### src/rtl/ahbPkg.sv
// AHB-Lite bus structs, transfer size codes and master select codes
// shared by the arbiter, its controller and the memory slave
`default_nettype none

package ahbPkg;

    // HSIZE encodings used on this bus
    localparam logic [2:0] sizeByte = 3'd0;
    localparam logic [2:0] sizeHalf = 3'd1;
    localparam logic [2:0] sizeWord = 3'd2;

    // Address mux select per master
    // T = translation walker, M = data memory stage, F = fetch stage
    localparam logic [1:0] masterT = 2'd0;
    localparam logic [1:0] masterM = 2'd1;
    localparam logic [1:0] masterF = 2'd2;

    // One master's address phase, 36 bits
    typedef struct packed {
        logic [31:0] addr;
        logic        write;
        logic [2:0]  size;
    } ahbAddrPhase;

    // Slave-side address phase, 37 bits
    typedef struct packed {
        logic [31:0] addr;
        logic        write;
        logic [2:0]  size;
        // High for NONSEQ, low for IDLE
        logic        trans;
    } ahbSlaveReq;

endpackage

`default_nettype wire
### src/rtl/ahbArbiter.sv
// Three-master AHB-Lite arbiter: address-phase mux and HTRANS generation
// around the arbitration controller
`default_nettype none
`timescale 1ns/1ps

module ahbArbiter (
    input  logic                clk,
    input  logic                reset,
    input  logic                requestT,
    input  logic                requestM,
    input  logic                requestF,
    input  ahbPkg::ahbAddrPhase addrT,
    input  ahbPkg::ahbAddrPhase addrM,
    input  ahbPkg::ahbAddrPhase addrF,
    input  logic                hready,
    output ahbPkg::ahbSlaveReq  slaveReq,
    output logic                readyT,
    output logic                readyM,
    output logic                readyF
);
    import ahbPkg::*;

    logic        selT;
    logic        selM;
    logic        selF;
    logic        busRequest;
    logic        busWrite;
    logic [1:0]  addrSel;
    logic [2:0]  busSize;
    // Address phase of the granted master
    ahbAddrPhase picked;

    arbiterController arbiterController_inst (
        .clk        (clk),
        .reset      (reset),
        .requestT   (requestT),
        .requestM   (requestM),
        .requestF   (requestF),
        .writeM     (addrM.write),
        .sizeM      (addrM.size),
        .hready     (hready),
        .readyT     (readyT),
        .readyM     (readyM),
        .readyF     (readyF),
        .selT       (selT),
        .selM       (selM),
        .selF       (selF),
        .busRequest (busRequest),
        .busWrite   (busWrite),
        .addrSel    (addrSel),
        .busSize    (busSize)
    );

    always_comb begin
        case (addrSel)
            masterM: picked = addrM;
            masterF: picked = addrF;
            default: picked = addrT;
        endcase
    end

    // Write and size come from the controller, not the mux
    always_comb begin
        slaveReq.addr  = picked.addr;
        slaveReq.write = busWrite;
        slaveReq.size  = busSize;
        // IDLE when every requester is masked
        slaveReq.trans = busRequest & (selT | selM | selF);
    end

    // Masters hold address and control, grant is frozen in wait states
    reqStable: assert property (@(posedge clk) disable iff (reset)
        (slaveReq.trans && !hready) |=> $stable(slaveReq));

    // Read-only masters never present a write
    readOnlyTF: assert property (@(posedge clk) disable iff (reset)
        (slaveReq.trans && addrSel != masterM) |-> !picked.write);

endmodule

`default_nettype wire

### src/rtl/arbiterController.sv
// Fixed-priority arbitration FSM for three AHB masters (T, M, F)
// with grant selects, data-phase owner tracking and per-master readies
`default_nettype none
`timescale 1ns/1ps

module arbiterController (
    input  logic       clk,
    input  logic       reset,
    input  logic       requestT,
    input  logic       requestM,
    input  logic       requestF,
    input  logic       writeM,
    input  logic [2:0] sizeM,
    input  logic       hready,
    output logic       readyT,
    output logic       readyM,
    output logic       readyF,
    output logic       selT,
    output logic       selM,
    output logic       selF,
    output logic       busRequest,
    output logic       busWrite,
    output logic [1:0] addrSel,
    output logic [2:0] busSize
);
    import ahbPkg::*;

    // One state per simultaneous-request sequence
    typedef enum logic [2:0] {SINGLE, TMF2, TMF3, MF, TM, TF} arbState;

    arbState    state;
    arbState    nextState;

    // Bit order {T, M, F} throughout
    logic [2:0] sel;
    logic [2:0] ready;
    // Owner of the data phase in flight
    logic [2:0] prevSel;
    // Grant shown during a wait state, kept until hready
    logic [2:0] waitSel;
    logic       holdGrant;
    logic       noDataPending;
    // Requests not blocked by their own pending data phase
    logic       freeT;
    logic       freeM;
    logic       freeF;

    assign busRequest    = requestT | requestM | requestF;
    assign noDataPending = ~|prevSel;
    assign holdGrant     = |waitSel;

    assign freeT = requestT & ~prevSel[2];
    assign freeM = requestM & ~prevSel[1];
    assign freeF = requestF & ~prevSel[0];

    always_ff @(posedge clk or posedge reset) begin
        if (reset) begin
            state <= SINGLE;
        end else begin
            state <= nextState;
        end
    end

    // Sequences start only from the master actually granted
    always_comb begin
        nextState = state;
        case (state)
            SINGLE: begin
                if (hready) begin
                    if (selT && freeM && freeF) begin
                        nextState = TMF2;
                    end else if (selT && freeM) begin
                        nextState = TM;
                    end else if (selT && freeF) begin
                        // TF checks the T/F pair itself
                        nextState = TF;
                    end else if (selM && freeF && !freeT) begin
                        nextState = MF;
                    end
                end
            end
            TMF2: begin
                if (hready) begin
                    nextState = TMF3;
                end
            end
            TMF3, MF, TM, TF: begin
                if (hready) begin
                    nextState = SINGLE;
                end
            end
            default: nextState = SINGLE;
        endcase
    end

    // Grant selects
    always_comb begin
        sel = 3'b000;
        case (state)
            SINGLE: begin
                if (holdGrant) begin
                    sel = waitSel;
                end else if (freeT) begin
                    sel = 3'b100;
                end else if (freeM) begin
                    sel = 3'b010;
                end else if (freeF) begin
                    sel = 3'b001;
                end
            end
            TMF2, TM:     sel = 3'b010;
            TMF3, MF, TF: sel = 3'b001;
            default:      sel = 3'b000;
        endcase
    end

    assign {selT, selM, selF} = sel;

    always_comb begin
        case (sel)
            3'b010:  addrSel = masterM;
            3'b001:  addrSel = masterF;
            default: addrSel = masterT;
        endcase
    end

    // Only M ever writes; T and F fetch full words
    assign busWrite = writeM & selM;
    assign busSize  = selM ? sizeM : sizeWord;

    // Freeze the grant while the slave stretches a data phase
    always_ff @(posedge clk or posedge reset) begin
        if (reset) begin
            waitSel <= 3'b000;
        end else begin
            waitSel <= hready ? 3'b000 : sel;
        end
    end

    // Address phase becomes data phase on the next accepting edge
    always_ff @(posedge clk or posedge reset) begin
        if (reset) begin
            prevSel <= 3'b000;
        end else if (hready || noDataPending) begin
            prevSel <= sel;
        end
    end

    assign ready = prevSel & {3{hready}};
    assign {readyT, readyM, readyF} = ready;

    // Data phase tracked only after the slave really took the address
    for (genvar i = 0; i < 3; i++) begin : pendingChecks
        pendingFromAccept: assert property (@(posedge clk) disable iff (reset)
            $rose(prevSel[i]) |-> $past(sel[i] && hready));
    end

endmodule

`default_nettype wire

### config.mk
export PLATFORM = sky130hd
export DESIGN_NAME = ahbArbiter
export DESIGN_NICKNAME = d
export VERILOG_FILES = /design/src/rtl/ahbPkg.sv /design/src/rtl/ahbArbiter.sv /design/src/rtl/arbiterController.sv
export SDC_FILE = /design/constraint.sdc
export NUM_CORES = 1
export LEC_CHECK = 0
export BUFFER_PORTS_ARGS = -buffer_cell sky130_fd_sc_hd__buf_2
export CORE_ASPECT_RATIO = 1.75
export CORE_MARGIN = 3
export CORE_UTILIZATION = 36
export CTS_CLUSTER_DIAMETER = 100
export CTS_CLUSTER_SIZE = 30
export DETAILED_ROUTE_END_ITERATION = 10
export GPL_ROUTABILITY_DRIVEN = 1
export PLACE_DENSITY = 0.89
export SLEW_MARGIN = 20
export SYNTH_ARGS = -nofsm -noshare
export SYNTH_HDL_FRONTEND = slang
export SYNTH_HIERARCHICAL = 1
export SYNTH_SLANG_ARGS = --single-unit
### constraint.sdc
create_clock -name clk -period 4.7 [get_ports clk]
set_input_delay 0.94 -clock clk [delete_from_list [all_inputs] [get_ports clk]]
set_output_delay 0.94 -clock clk [all_outputs]
set_load 0.05 [all_outputs]
## Yosys cells after proc, flatten, opt, wreduce, memory -nomap -nowiden

Index checks and enable logic that the tools add are counted.

| word-level totals | value |
|---|---|
| input bits | 114 |
| logic and storage cells | 61 |
| output and inout bits | 40 |
| flip-flop bits (word level) | 9 |

| cells by class | value |
|---|---|
| multiplexer cells | 17 |
| eq/ne operators | 13 |
| bitwise logic cells | 13 |
| reduce and logical (&&, ||, !) cells | 15 |

Operator list:

| cell | number |
|---|---|
| $pmux W36 S2 | 1 |
| $mux W3 | 12 |
| $pmux W3 S3 | 2 |
| $eq A3 B2 Y1 const B | 3 |
| $reduce_or A3 Y1 | 3 |
| $eq A3 B1 Y1 const B | 2 |
| $eq A3 B3 Y1 const B | 2 |
| $ne A2 B2 Y1 const B | 3 |
| $and A1 B1 Y1 | 5 |
| $logic_and A1 B1 Y1 | 5 |
| $ne A5 B1 Y1 const B | 1 |
| $or A1 B1 Y1 | 4 |
| $pmux W2 S2 | 1 |
| $reduce_and A4 Y1 | 1 |
| $reduce_or A4 Y1 | 1 |
| $and A3 B3 Y3 | 1 |
| $logic_not A3 Y1 | 1 |
| $not A1 Y1 | 3 |
| $eq A2 B1 Y1 const B | 1 |
| $eq A2 B2 Y1 const B | 1 |
| $logic_not A1 Y1 | 2 |
| $reduce_or A2 Y1 | 1 |
| $logic_or A1 B1 Y1 | 1 |
| $mux W1 | 1 |

## Longest topological paths before layout

| logic depth | value |
|---|---|
| depth after elaboration | 15 |
| mapped depth | 11 |
| gate-level depth less buffers | 9 |

## Modules after synthesis

The synthesis kept the hierarchy.

Modules (own cells, without submodules):

| module | instances | cells each | area each (um^2) |
|---|---|---|---|
| ahbArbiter | 1 | 115 | 653.1 |
| arbiterController | 1 | 75 | 638.1 |

## Worst setup path after synthesis

OpenSTA, ideal clock, no wires.

| timing | value |
|---|---|
| kind | input to output |
| start | input port requestM |
| end | output port slaveReq[18] in the netlist's numbering |
| arrival | 3.376 ns |
| data required time | 3.760 ns |
| cell stages on the path | 8 |
| setup slack | 0.384 ns |
| path through | nor4b_4 > nand2_1 > a221oi_4 > and3b_1 > inv_1 > ha_1 > buf_2 > o21ai_0 |

RTL lines:

| what | line | source |
|---|---|---|
| start: declaration | ahbArbiter.sv:10 | `input logic requestM,` |
| end: declaration | ahbArbiter.sv:16 | `output ahbPkg::ahbSlaveReq slaveReq,` |

==> results.tsv <==
stage	metric	value	unit
status	status	completed	
cts	hold buffers post-CTS	0	
timing	Tmin final	4353	ps
placement	PortBufs	145	
cells_and_area	share of cells above drive strength 1	0.4847	
floorplan	# IOs	154	
setup_path	crit path DAT	3410	ps
cts	Clock Path Buffers	2	
setup_path	setup slack, reg-to-reg	2940	ps
yosys	cell count after synthesis	190	
cts	Root Driver	clkbuf_8	
min_path	Cells on Worst Hold Path	2	
yosys	Post-synth EDFFs	0	
yosys	top cells by area, synth	a22oi_1 19%, dfrtp_1 17%, o21ai_1 12%	
floorplan	Die Wd	51.27	microns
detailed_routing	WL/cell	13.42	microns
cts	# resized after CTS	0	
setup_path	Req. time, crit path	3760	ps
timing	Final Cycle Share	0.9261	
cts	clock insertion delay at the later pin of the skew report	240	ps
detailed_routing	DRT iter0 DRCs	72	
setup_path	CP Class	input pin to output pin	
placement	Area after DPL	2026	sq um
min_path	hold crit path type	register to register	
cells_and_area	# nets final	443	
timing	Worst Tran Pin Value	417.9	ps
min_path	Hold EP	arbiterController_inst/prevSel[0]$_DFFE_PP0P_	
yosys	syn_nets	306	
yosys	dominant cell type by area after synthesis	a22oi_1	
detailed_routing	DRT Wirelength	4.977	mm
cts	CTS Buf Count	3	
setup_path	CP Capture Type	output pin	
detailed_routing	DR vias	1911	
global_route	grt ovf	0	
cells_and_area	final non-filler cell total	371	
yosys	ys flop type	dfrtp_1	
setup_path	CP Max Fanout	49	
setup_path	CP most frequent cell	buf_2	
placement	HPWL Detailed	3.954	mm
yosys	yosys warns	6	
cells_and_area	Final Cell Area	2072	sq um
global_route	gr usage total	0.2201	
timing	Worst Skew	4.970	ps
yosys	synthesized area	1291	sq um
yosys	Seq/Total Area, Yosys	0.1744	
timing	slew margin rel.	0.7214	
detailed_routing	drc violations	0	
cts	H-Tree Depth	1	
setup_path	worst path cell trace	buf_2, nor2b_1, nor3_1, a21oi_1, and3b_1, inv_1, ha_2, buf_12, nand2_1, o21ai_1, buf_2	
global_route	first-pass GRT wire length	7.665	mm
run	Max-Cap Viols	0	
detailed_routing	DRT antenna net count	0	
floorplan	die extent in y	85.23	microns
timing	maximum clock frequency	229.7	MHz
cells_and_area	ANT cells	0	
setup_path	FF-to-FF Start	arbiterController_inst/state[2]$_DFFE_PP0P_	
detailed_routing	drt pass-1 iters	4	
cells_and_area	fillers	316	
cts	Clk pin slew, worst setup/hold paths	50	ps
yosys	Yosys reg bits	9	
yosys	post-synth top area share	0.1860	
cts	CTS sink cnt	9	
setup_path	CP Launch Type	input pin	
cts	CTS tree	done	
floorplan	die area	4369	sq um
global_route	initial antenna violation count	0	
cells_and_area	Layout area overhead	60.47	%
min_path	min-delay src	arbiterController_inst/prevSel[0]$_DFFE_PP0P_	
timing	Slew Limit Fails	0	
cts	post-CTS setup buffer count	0	
setup_path	Reg2Reg Depth	5	
global_route	largest net degree at the start of global routing	50	
placement	GP Congestion	0.8534	
placement	dpl cells	367	
yosys	count leader, synth	nand2_1	
setup_path	critical path's largest stage delay	500	ps
floorplan	Starting Density	0.3800	
cells_and_area	final core occ	0.6097	
timing	final hold violation count	0	
global_route	number of global-route vias before repair	1825	
floorplan	Core ar.	3398	sq um
yosys	Async SR Flop Fraction	1.000	
yosys	Syn Area/Cell	6.796	sq um
setup_path	Crit-path slowest cell	ha_2	
floorplan	Cell Rows	28	
setup_path	reg-to-reg endpoint	arbiterController_inst/state[0]$_DFFE_PP0P_	
detailed_routing	Avg Vias per Cell	5.151	
timing	setup tns final	0	ps
yosys	library cells used by synthesis	32	
timing	# setup viols final	0	
yosys	Synth top cells by count	38 x nand2_1, 32 x a22oi_1, 31 x o21ai_1	
timing	RSZ-0062 raised after global routing	false	
metal layers:
layer | vias up | global-route usage | routed length (microns)
met5 | - | 0 | 0
met4 | 0 | 0.09308 | 114
met3 | 11 | 0.02988 | 455
met2 | 105 | 0.4301 | 2668
met1 | 841 | 0.2200 | 1739
li1 | 954 | - | -
worst max path at each step:
stage                  start           end  slack (ps)  depth (start not counted)
floorplan           requestM  slaveReq[18]         380                          8
global placement    requestM   slaveReq[6]         510                         11
detailed placement  requestM  slaveReq[18]         450                         11
CTS                 requestM  slaveReq[18]         380                         11
global route        requestF  slaveReq[20]         150                         11
finish              requestM   slaveReq[6]         350                         11
layout make-up:
cell class | count | area, sq um | share of cell area
repair buffers | 149 | 780.7 | 0.3768
multi-input cells | 156 | 933.4 | 0.4505
clock buffers | 3 | 41.29 | 0.01993
inverters | 8 | 30.03 | 0.01449
flip-flops and latches | 9 | 225.2 | 0.1087
clock inverters | 1 | 5.005 | 0.002415
well taps | 45 | 56.30 | 0.02717
cells by family (layout without fill, tap and decap cells):
family | after synthesis | after routing | share of synthesized area
fa+ha+maj | 2 | 2 | 0.01938
mux | 1 | 1 | 0.007752
buf+inv | 25 | 161 | 0.1047
flops | 9 | 9 | 0.1744
simple gates | 69 | 69 | 0.2733
xor+xnor | 1 | 1 | 0.006784
compound gates | 83 | 83 | 0.4138
registers in the layout, indices dropped and copies added (netlist names):
name / count
arbiterController_inst/state: 3
arbiterController_inst/waitSel: 3
arbiterController_inst/prevSel: 3
layout by cell type (no fill, tap or decap), types with 2 or more instances in the layout:
cell type	n
and2_1	6
nand2b_1	4
buf_2	145
nor2b_1	4
buf_12	2
o22ai_1	2
o21ai_0	6
or3_1	2
buf_4	2
dfrtp_1	9
clkbuf_8	3
o21ai_1	31
nor3_1	3
a21oi_1	7
a22oi_1	32
inv_1	8
nand2_1	38
nor2_1	6
critical path, delay by kind of cell:
kind	cells	cell delay (ps)
AO/OA/AOI/OAI	2	480
adder cells (fa/ha/maj)	1	500
buffers and inverters	4	700
AND/OR/NAND/NOR	4	790
per-stage QoR:
stage | hold WS [ps] | setup WS, ps
after floorplan | 557.9 | 384.3
after global placement | 590.2 | 508.3
after detailed placement | 592.7 | 447.3
after CTS | 600.1 | 375.1
after global routing | 629.3 | 147.4
final | 599.5 | 347.3
Power is not shown: default switching activity piles up to over one toggle a cycle in this logic, so the estimate is an artifact.
